<file path="src/riscv_config.svh">
`ifndef RISCV_CONFIG_SVH
`define RISCV_CONFIG_SVH

// Word and register file geometry
`define XLEN       32
`define REG_COUNT  32
`define REG_ADDR_W 5

`define RESET_PC   32'h0000_0000

// addi x0, x0, 0
`define NOP_INSTR  32'h0000_0013

`define DMEM_WORDS 16

`endif

</file>
<file path="src/riscv_pkg.sv">
`include "riscv_config.svh"

package riscv_pkg;

    typedef enum logic [6:0] {
        LOAD   = 7'b0000011,
        OP_IMM = 7'b0010011,
        STORE  = 7'b0100011,
        OP     = 7'b0110011,
        BRANCH = 7'b1100011
    } opcode_e;

    typedef enum logic [2:0] {
        ALU_ADD,
        ALU_SUB,
        ALU_AND,
        ALU_OR,
        ALU_XOR
    } alu_op_e;

    typedef enum logic [1:0] {
        FWD_NONE,
        FWD_MEM,
        FWD_WB
    } fwd_sel_e;

    typedef struct packed {
        logic [`XLEN-1:0] pc;
        logic [`XLEN-1:0] instr;
    } fetch_t;

    typedef struct packed {
        logic [`XLEN-1:0]       pc;
        logic [`XLEN-1:0]       imm;
        logic [`XLEN-1:0]       rs1_value;
        logic [`XLEN-1:0]       rs2_value;
        logic [`REG_ADDR_W-1:0] rs1;
        logic [`REG_ADDR_W-1:0] rs2;
        logic [`REG_ADDR_W-1:0] rd;
        logic                   rd_valid;
        alu_op_e                alu_op;
        logic                   is_load;
        logic                   is_store;
        logic                   is_branch;
        logic                   branch_ne;
        logic                   uses_imm;
    } decoded_t;

    typedef struct packed {
        logic [`XLEN-1:0]       result;
        logic [`XLEN-1:0]       store_data;
        logic [`REG_ADDR_W-1:0] rd;
        logic                   rd_valid;
        logic                   is_load;
        logic                   is_store;
    } ex_mem_t;

    typedef struct packed {
        logic [`XLEN-1:0]       value;
        logic [`REG_ADDR_W-1:0] rd;
        logic                   rd_valid;
        logic                   is_load;
    } mem_wb_t;

    typedef struct packed {
        logic             rd_en;
        logic             wr_en;
        logic [`XLEN-1:0] addr;
        logic [`XLEN-1:0] wr_data;
    } dmem_req_t;

endpackage

</file>
<file path="src/fetch_stage.sv">
`timescale 1ns/100ps
`include "riscv_config.svh"

module fetch_stage (
    input  logic               clk,
    input  logic               reset,
    input  logic               cache_stall,
    input  logic               load_use_stall,
    input  logic               branch_taken,
    input  logic [`XLEN-1:0]   branch_target,
    input  logic [`XLEN-1:0]   instr,
    output logic [`XLEN-1:0]   pc,
    output riscv_pkg::fetch_t  fetch
);

    always_ff @(posedge clk) begin
        if (reset) begin
            pc          <= `RESET_PC;
            fetch.pc    <= `RESET_PC;
            fetch.instr <= `NOP_INSTR;
        end else if (!cache_stall) begin
            if (branch_taken) begin
                // Redirect, the word fetched this cycle is on the wrong path
                pc          <= branch_target;
                fetch.pc    <= pc;
                fetch.instr <= `NOP_INSTR;
            end else if (!load_use_stall) begin
                pc          <= pc + `XLEN'd4;
                fetch.pc    <= pc;
                fetch.instr <= instr;
            end
        end
    end

endmodule

</file>
<file path="src/decode_stage.sv">
`timescale 1ns/100ps
`include "riscv_config.svh"

module decode_stage (
    input  logic                   clk,
    input  logic                   reset,
    input  logic                   cache_stall,
    input  logic                   load_use_stall,
    input  logic                   branch_taken,
    input  riscv_pkg::fetch_t      fetch,
    input  logic [`XLEN-1:0]       rs1_value,
    input  logic [`XLEN-1:0]       rs2_value,
    output logic [`REG_ADDR_W-1:0] rs1,
    output logic [`REG_ADDR_W-1:0] rs2,
    output logic                   rs1_used,
    output logic                   rs2_used,
    output riscv_pkg::decoded_t    decoded
);

    logic [`XLEN-1:0]    instr;
    logic [2:0]          funct3;
    logic                legal;
    riscv_pkg::alu_op_e  logic_op;
    riscv_pkg::decoded_t ctrl;

    assign instr  = fetch.instr;
    assign funct3 = instr[14:12];

    // add, xor, or, and share their funct3 between OP and OP_IMM
    always_comb begin
        case (funct3)
            3'b100:  logic_op = riscv_pkg::ALU_XOR;
            3'b110:  logic_op = riscv_pkg::ALU_OR;
            3'b111:  logic_op = riscv_pkg::ALU_AND;
            default: logic_op = riscv_pkg::ALU_ADD;
        endcase
    end

    always_comb begin
        ctrl     = '0;
        ctrl.pc  = fetch.pc;
        ctrl.rd  = instr[11:7];
        legal    = 1'b0;
        rs1_used = 1'b0;
        rs2_used = 1'b0;
        case (riscv_pkg::opcode_e'(instr[6:0]))
            riscv_pkg::OP: begin
                legal = (funct3 == 3'b000 || (funct3[2] && funct3[1:0] != 2'b01))
                    && instr[31] == 1'b0 && instr[29:25] == 5'd0
                    && (!instr[30] || funct3 == 3'b000);
                rs1_used      = 1'b1;
                rs2_used      = 1'b1;
                ctrl.rd_valid = 1'b1;
                ctrl.alu_op   = instr[30] ? riscv_pkg::ALU_SUB : logic_op;
            end
            riscv_pkg::OP_IMM: begin
                legal = funct3 == 3'b000 || (funct3[2] && funct3[1:0] != 2'b01);
                rs1_used      = 1'b1;
                ctrl.rd_valid = 1'b1;
                ctrl.uses_imm = 1'b1;
                ctrl.alu_op   = logic_op;
                ctrl.imm      = {{(`XLEN-12){instr[31]}}, instr[31:20]};
            end
            riscv_pkg::LOAD: begin
                legal         = funct3 == 3'b010;
                rs1_used      = 1'b1;
                ctrl.rd_valid = 1'b1;
                ctrl.is_load  = 1'b1;
                ctrl.uses_imm = 1'b1;
                ctrl.imm      = {{(`XLEN-12){instr[31]}}, instr[31:20]};
            end
            riscv_pkg::STORE: begin
                legal         = funct3 == 3'b010;
                rs1_used      = 1'b1;
                rs2_used      = 1'b1;
                ctrl.is_store = 1'b1;
                ctrl.uses_imm = 1'b1;
                ctrl.imm      = {{(`XLEN-12){instr[31]}}, instr[31:25], instr[11:7]};
            end
            riscv_pkg::BRANCH: begin
                legal          = funct3[2:1] == 2'b00;
                rs1_used       = 1'b1;
                rs2_used       = 1'b1;
                ctrl.is_branch = 1'b1;
                ctrl.branch_ne = funct3[0];
                ctrl.imm       = {{(`XLEN-12){instr[31]}}, instr[7], instr[30:25],
                                  instr[11:8], 1'b0};
            end
            default: legal = 1'b0;
        endcase
        // Unsupported encodings run as a NOP
        if (!legal) begin
            ctrl     = '0;
            ctrl.pc  = fetch.pc;
            rs1_used = 1'b0;
            rs2_used = 1'b0;
        end
        ctrl.rs1 = rs1_used ? instr[19:15] : '0;
        ctrl.rs2 = rs2_used ? instr[24:20] : '0;
    end

    assign rs1 = ctrl.rs1;
    assign rs2 = ctrl.rs2;

    always_ff @(posedge clk) begin
        if (reset) begin
            decoded <= '0;
        end else if (!cache_stall) begin
            if (branch_taken || load_use_stall) begin
                decoded <= '0;
            end else begin
                decoded           <= ctrl;
                decoded.rs1_value <= rs1_value;
                decoded.rs2_value <= rs2_value;
            end
        end
    end

endmodule

</file>
<file path="src/register_file.sv">
`timescale 1ns/100ps
`include "riscv_config.svh"

module register_file (
    input  logic                   clk,
    input  logic [`REG_ADDR_W-1:0] rs1,
    input  logic [`REG_ADDR_W-1:0] rs2,
    output logic [`XLEN-1:0]       rs1_value,
    output logic [`XLEN-1:0]       rs2_value,
    input  riscv_pkg::mem_wb_t     wb
);

    logic [`XLEN-1:0] regs [`REG_COUNT];
    logic             wr_en;

    assign wr_en = wb.rd_valid && wb.rd != '0;

    always_ff @(posedge clk) begin
        if (wr_en) begin
            regs[wb.rd] <= wb.value;
        end
    end

    // x0 reads zero, a same-cycle write is passed straight through
    assign rs1_value = (rs1 == '0) ? '0 : (wr_en && wb.rd == rs1) ? wb.value : regs[rs1];
    assign rs2_value = (rs2 == '0) ? '0 : (wr_en && wb.rd == rs2) ? wb.value : regs[rs2];

endmodule

</file>
<file path="src/hazard_unit.sv">
`timescale 1ns/100ps
`include "riscv_config.svh"

module hazard_unit (
    input  logic                   [`REG_ADDR_W-1:0] rs1,
    input  logic                   [`REG_ADDR_W-1:0] rs2,
    input  logic                   rs1_used,
    input  logic                   rs2_used,
    input  riscv_pkg::decoded_t    decoded,
    input  riscv_pkg::ex_mem_t     ex_mem,
    input  riscv_pkg::mem_wb_t     mem_wb,
    output logic                   load_use_stall,
    output riscv_pkg::fwd_sel_e    fwd_a,
    output riscv_pkg::fwd_sel_e    fwd_b
);

    logic load_in_ex;

    // Newest producer wins
    function automatic riscv_pkg::fwd_sel_e select(
        input logic [`REG_ADDR_W-1:0] src,
        input riscv_pkg::ex_mem_t     mem,
        input riscv_pkg::mem_wb_t     wb
    );
        if (src != '0 && mem.rd_valid && mem.rd == src) begin
            return riscv_pkg::FWD_MEM;
        end else if (src != '0 && wb.rd_valid && wb.rd == src) begin
            return riscv_pkg::FWD_WB;
        end
        return riscv_pkg::FWD_NONE;
    endfunction

    assign fwd_a = select(decoded.rs1, ex_mem, mem_wb);
    assign fwd_b = select(decoded.rs2, ex_mem, mem_wb);

    assign load_in_ex     = decoded.is_load && decoded.rd_valid && decoded.rd != '0;
    assign load_use_stall = load_in_ex && ((rs1_used && rs1 == decoded.rd)
                                        || (rs2_used && rs2 == decoded.rd));

endmodule

</file>
<file path="src/execute_stage.sv">
`timescale 1ns/100ps
`include "riscv_config.svh"

module execute_stage (
    input  logic                clk,
    input  logic                reset,
    input  logic                cache_stall,
    input  riscv_pkg::decoded_t decoded,
    input  riscv_pkg::fwd_sel_e fwd_a,
    input  riscv_pkg::fwd_sel_e fwd_b,
    input  logic [`XLEN-1:0]    wb_value,
    output riscv_pkg::ex_mem_t  ex_mem,
    output logic                branch_taken,
    output logic [`XLEN-1:0]    branch_target
);

    logic [`XLEN-1:0]   op_a;
    logic [`XLEN-1:0]   rs2_fwd;
    logic [`XLEN-1:0]   op_b;
    logic [`XLEN-1:0]   result;
    riscv_pkg::ex_mem_t next;

    function automatic logic [`XLEN-1:0] pick(
        input riscv_pkg::fwd_sel_e sel,
        input logic [`XLEN-1:0]    reg_value,
        input logic [`XLEN-1:0]    mem_value,
        input logic [`XLEN-1:0]    wb_val
    );
        case (sel)
            riscv_pkg::FWD_MEM: return mem_value;
            riscv_pkg::FWD_WB:  return wb_val;
            default:            return reg_value;
        endcase
    endfunction

    assign op_a    = pick(fwd_a, decoded.rs1_value, ex_mem.result, wb_value);
    assign rs2_fwd = pick(fwd_b, decoded.rs2_value, ex_mem.result, wb_value);
    assign op_b    = decoded.uses_imm ? decoded.imm : rs2_fwd;

    // Also forms the load/store address
    always_comb begin
        case (decoded.alu_op)
            riscv_pkg::ALU_SUB: result = op_a - op_b;
            riscv_pkg::ALU_AND: result = op_a & op_b;
            riscv_pkg::ALU_OR:  result = op_a | op_b;
            riscv_pkg::ALU_XOR: result = op_a ^ op_b;
            default:            result = op_a + op_b;
        endcase
    end

    assign branch_taken  = decoded.is_branch && ((op_a == rs2_fwd) != decoded.branch_ne);
    assign branch_target = decoded.pc + decoded.imm;

    always_comb begin
        next.result     = result;
        next.store_data = rs2_fwd;
        next.rd         = decoded.rd;
        next.rd_valid   = decoded.rd_valid;
        next.is_load    = decoded.is_load;
        next.is_store   = decoded.is_store;
    end

    always_ff @(posedge clk) begin
        if (reset) begin
            ex_mem <= '0;
        end else if (!cache_stall) begin
            ex_mem <= next;
        end
    end

endmodule

</file>
<file path="src/memory_stage.sv">
`timescale 1ns/100ps
`include "riscv_config.svh"

module memory_stage (
    input  logic                 clk,
    input  logic                 reset,
    input  logic                 cache_stall,
    input  riscv_pkg::ex_mem_t   ex_mem,
    input  logic [`XLEN-1:0]     read_data,
    output riscv_pkg::dmem_req_t dmem_req,
    output riscv_pkg::mem_wb_t   mem_wb
);

    // Request is combinational, read data comes back in the same cycle
    always_comb begin
        dmem_req.rd_en   = ex_mem.is_load;
        dmem_req.wr_en   = ex_mem.is_store;
        dmem_req.addr    = ex_mem.result;
        dmem_req.wr_data = ex_mem.store_data;
    end

    always_ff @(posedge clk) begin
        if (reset) begin
            mem_wb <= '0;
        end else if (!cache_stall) begin
            mem_wb.value    <= ex_mem.is_load ? read_data : ex_mem.result;
            mem_wb.rd       <= ex_mem.rd;
            mem_wb.rd_valid <= ex_mem.rd_valid;
            mem_wb.is_load  <= ex_mem.is_load;
        end
    end

endmodule

</file>
<file path="src/riscv_cpu.sv">
`timescale 1ns/100ps
`include "riscv_config.svh"

module riscv_cpu (
    input  logic                 clk,
    input  logic                 reset,
    input  logic [`XLEN-1:0]     instr,
    output logic [`XLEN-1:0]     pc,
    input  logic [`XLEN-1:0]     read_data,
    output riscv_pkg::dmem_req_t dmem_req,
    input  logic                 cache_stall
);

    riscv_pkg::fetch_t      fetch;
    riscv_pkg::decoded_t    decoded;
    riscv_pkg::ex_mem_t     ex_mem;
    riscv_pkg::mem_wb_t     mem_wb;
    riscv_pkg::fwd_sel_e    fwd_a;
    riscv_pkg::fwd_sel_e    fwd_b;
    logic                   load_use_stall;
    logic                   branch_taken;
    logic [`XLEN-1:0]       branch_target;
    logic [`REG_ADDR_W-1:0] rs1;
    logic [`REG_ADDR_W-1:0] rs2;
    logic                   rs1_used;
    logic                   rs2_used;
    logic [`XLEN-1:0]       rs1_value;
    logic [`XLEN-1:0]       rs2_value;

    fetch_stage fetch_stage_inst (
        .clk(clk), .reset(reset), .cache_stall(cache_stall),
        .load_use_stall(load_use_stall), .branch_taken(branch_taken),
        .branch_target(branch_target), .instr(instr), .pc(pc), .fetch(fetch)
    );

    decode_stage decode_stage_inst (
        .clk(clk), .reset(reset), .cache_stall(cache_stall),
        .load_use_stall(load_use_stall), .branch_taken(branch_taken), .fetch(fetch),
        .rs1_value(rs1_value), .rs2_value(rs2_value), .rs1(rs1), .rs2(rs2),
        .rs1_used(rs1_used), .rs2_used(rs2_used), .decoded(decoded)
    );

    register_file register_file_inst (
        .clk(clk), .rs1(rs1), .rs2(rs2), .rs1_value(rs1_value),
        .rs2_value(rs2_value), .wb(mem_wb)
    );

    hazard_unit hazard_unit_inst (
        .rs1(rs1), .rs2(rs2), .rs1_used(rs1_used), .rs2_used(rs2_used),
        .decoded(decoded), .ex_mem(ex_mem), .mem_wb(mem_wb),
        .load_use_stall(load_use_stall), .fwd_a(fwd_a), .fwd_b(fwd_b)
    );

    execute_stage execute_stage_inst (
        .clk(clk), .reset(reset), .cache_stall(cache_stall), .decoded(decoded),
        .fwd_a(fwd_a), .fwd_b(fwd_b), .wb_value(mem_wb.value), .ex_mem(ex_mem),
        .branch_taken(branch_taken), .branch_target(branch_target)
    );

    memory_stage memory_stage_inst (
        .clk(clk), .reset(reset), .cache_stall(cache_stall), .ex_mem(ex_mem),
        .read_data(read_data), .dmem_req(dmem_req), .mem_wb(mem_wb)
    );

endmodule

</file>
<file path="config.mk">
export PLATFORM = sky130hd
export DESIGN_NAME = riscv_cpu
export DESIGN_NICKNAME = d
export VERILOG_FILES = /design/src/riscv_pkg.sv /design/src/fetch_stage.sv /design/src/decode_stage.sv /design/src/register_file.sv /design/src/hazard_unit.sv /design/src/execute_stage.sv /design/src/memory_stage.sv /design/src/riscv_cpu.sv
export VERILOG_INCLUDE_DIRS = /design/src
export SDC_FILE = /design/constraint.sdc
export NUM_CORES = 2
export LEC_CHECK = 0
export BUFFER_PORTS_ARGS = -buffer_cell sky130_fd_sc_hd__buf_2
export CELL_PAD_IN_SITES_DETAIL_PLACEMENT = 1
export CELL_PAD_IN_SITES_GLOBAL_PLACEMENT = 2
export CORE_MARGIN = 10
export CORE_UTILIZATION = 41
export CTS_CLUSTER_SIZE = 40
export DETAILED_ROUTE_END_ITERATION = 6
export HOLD_SLACK_MARGIN = 0.06
export PLACE_DENSITY = 0.73
export SLEW_MARGIN = 20
export SYNTH_ARGS = -nofsm -noshare
export SYNTH_HDL_FRONTEND = slang
export SYNTH_HIERARCHICAL = 1
export SYNTH_SLANG_ARGS = --single-unit
export TNS_END_PERCENT = 20
</file>
<file path="constraint.sdc">
create_clock -name clk -period 5.1 [get_ports clk]
set_clock_uncertainty 0.1 [all_clocks]
set_input_delay 0.765 -clock clk [delete_from_list [all_inputs] [get_ports clk]]
set_output_delay 0.765 -clock clk [all_outputs]
set_load 0.02 [all_outputs]
</file>
==> key figures <==
Clock network
  – Worst-path clk slew: 60 ps
  – Total CTS buffers: 153
  – CTS sink cnt: 1363
  – Clock Path Buffers: 3
  – Worst-Skew Late Latency: 820 ps
  – H-tree Lvls: 4
  – TritonCTS clock tree: built
  – Root Buffer: clkbuf_16

STA
  – Final setup violation count: 252
  – Setup TNS: -76380 ps
  – Tcrit/Tclk final: 113%
  – Final worst setup slack: -661 ps
  – Fin. max-slew vios: 0
  – Pin slew with the least headroom to its limit: 1130 ps
  – Unrepaired setup endpoints after global routing: true
  – Minimum clock period: 5760 ps
  – Hold slack: 124 ps
  – FMAX: 0.174 GHz
  – Final Hold Violating Endpoints: 0
  – Slew margin rel.: 24.4%

Global route
  – Largest net degree at the start of global routing: 112
  – Most Used Layer, Global Route: met2
  – Initial antenna violation count: 4
  – First-pass GRT wire length: 389000 um
  – GRT met2 Usage: 44.9%
  – M1 GR Usage: 36.2%
  – Met3 Use GR: 4.46%
  – GR Overflow Total: 0
  – Vias in the first global route: 55000
  – All-Layer GR Usage: 27.6%

Drt
  – First-pass DRT Iterations: 5
  – Total Wirelength: 273000 um
  – Via-to-Cell Ratio: 6.30
  – Drc violations: 0
  – WL per Instance: 32.2 um
  – Via count: 53400
  – Routed Antenna Nets: 0
  – DRT iter0 DRCs: 5675

Run status
  – Failing checks: setup timing
  – Status: complete, but fails checks

Critical path
  – Crit path max-delay family: compound AO/OA/AOI/OAI gates
  – Slowest stage delay, CP: 540 ps
  – Crit path required time: 5730 ps
  – Critical Path AT: 6390 ps
  – Buf/Inv on CP: 5
  – Crit-path max FO: 10
  – CP startpoint kind: flop
  – Crit. End Element: flop
  – Crit path kind: reg2reg
  – CP max stage cell: or4_4

Die
  – Die extent in y: 435 um
  – Chip Width: 435 um
  – Initial Util: 41.2%
  – Core area: 172000 um^2
  – I/O pin count: 165
  – DIE AREA: 189000 um^2
  – Rows: 152

Place
  – Post-DP HPWL: 178000 um
  – Placed cell count: 8129
  – IO buf count: 164
  – Final GP Congestion: 0.873

Logic synthesis
  – Yosys warns: 6
  – Cells after Synth: 5488
  – Syn_area_per_cell: 12.9 um^2
  – Post-Syn Area: 70700 um^2

Job
  – Max-Cap Viols: 0

Final layout
  – Final net count: 6253
  – Area grow syn2layout: 19.7%
  – Most frequent cells in the layout: 1024 x edfxtp_1, 596 x buf_4, 379 x mux2i_1, 340 x nor2_1, 334 x dfxtp_1
  – Non-Filler Instances: 8482
  – Commonest non-fill, non-tap cell in the layout: edfxtp_1
  – Utilization after layout: 49.3%
  – Share of layout cells above drive strength 1: 29.2%

Power
  – Leakage: 28.8 nW
  – Design Power: 26.4 mW
  – IR drop worst, VDD: 0.000348 V
  – Power per cell area: 313 nW/um^2

Min path
  – Worst hold path type: in2reg
## state kept, by name, summed over array words and instances (netlist names)
name,count
register_file_inst/regs,1024
execute_stage_inst/ex_mem,72
decode_stage_inst/decoded,133
fetch_stage_inst/pc,32
memory_stage_inst/mem_wb,38
fetch_stage_inst/fetch,64
## path summary, 6_finish.rpt
path / startpoint / endpoint / slack (ps) / depth (start not counted)
worst max-delay path: decode_stage_inst/decoded[15]$_SDFFE_PP0N_ / execute_stage_inst/ex_mem[65]$_SDFFE_PP0N_ / -660 / 26
worst min-delay path: instr[1] / fetch_stage_inst/fetch[1]$_SDFFE_PP1N_ / 120 / 3
worst max register to register: decode_stage_inst/decoded[15]$_SDFFE_PP0N_ / execute_stage_inst/ex_mem[65]$_SDFFE_PP0N_ / -660 / 26
worst min register to register: fetch_stage_inst/fetch[61]$_SDFFE_PP0N_ / fetch_stage_inst/fetch[61]$_SDFFE_PP0N_ / 360 / 2
## routing by layer
layer  up-vias  routed length (um)
li1      22600                   -
met1     27800              110000
met2      2375              129000
met3       583               20700
met4         2               13900
met5         -                  13
## power breakdown
group          internal [mW]  switching [mW]
clock                   6.13            4.83
combinational           1.29            1.88
sequential              12.1           0.188
total                   19.5            6.89
## per-stage QoR
step                setup WS, ps  area [um^2]
floorplan                   -248        70800
global placement            -772        77800
detailed placement          -825        77800
CTS                         -640        83700
global route                -993        84600
finish                      -661        84600
## final cells by class
class / instances / area [um^2]
Antenna cell: 4 / 10.0
Clock buffer: 198 / 4100
Clock inverter: 80 / 791
Fill cell: 17400 / 87000
Inverter: 135 / 508
Multi-Input combinational cell: 3521 / 31300
Sequential cell: 1363 / 37500
Tap cell: 2310 / 2890
Timing Repair Buffer: 871 / 7410
## worst min-delay path: stages
cell      delay (ps)
buf_2             80
nor3_1            40
o21bai_1         100
## timing repair
item | 4_1_cts | 5_1_grt
endpoints found under the setup margin | 251 | 255
gates cloned | 2 | 9
pin swaps | 78 | 42
hold buffers | 0 | 0
hold endpoints to repair | 0 | 0
buffers inserted | 46 | 16
gates resized for setup | 130 | 124
(Power assumes the default switching activity.)
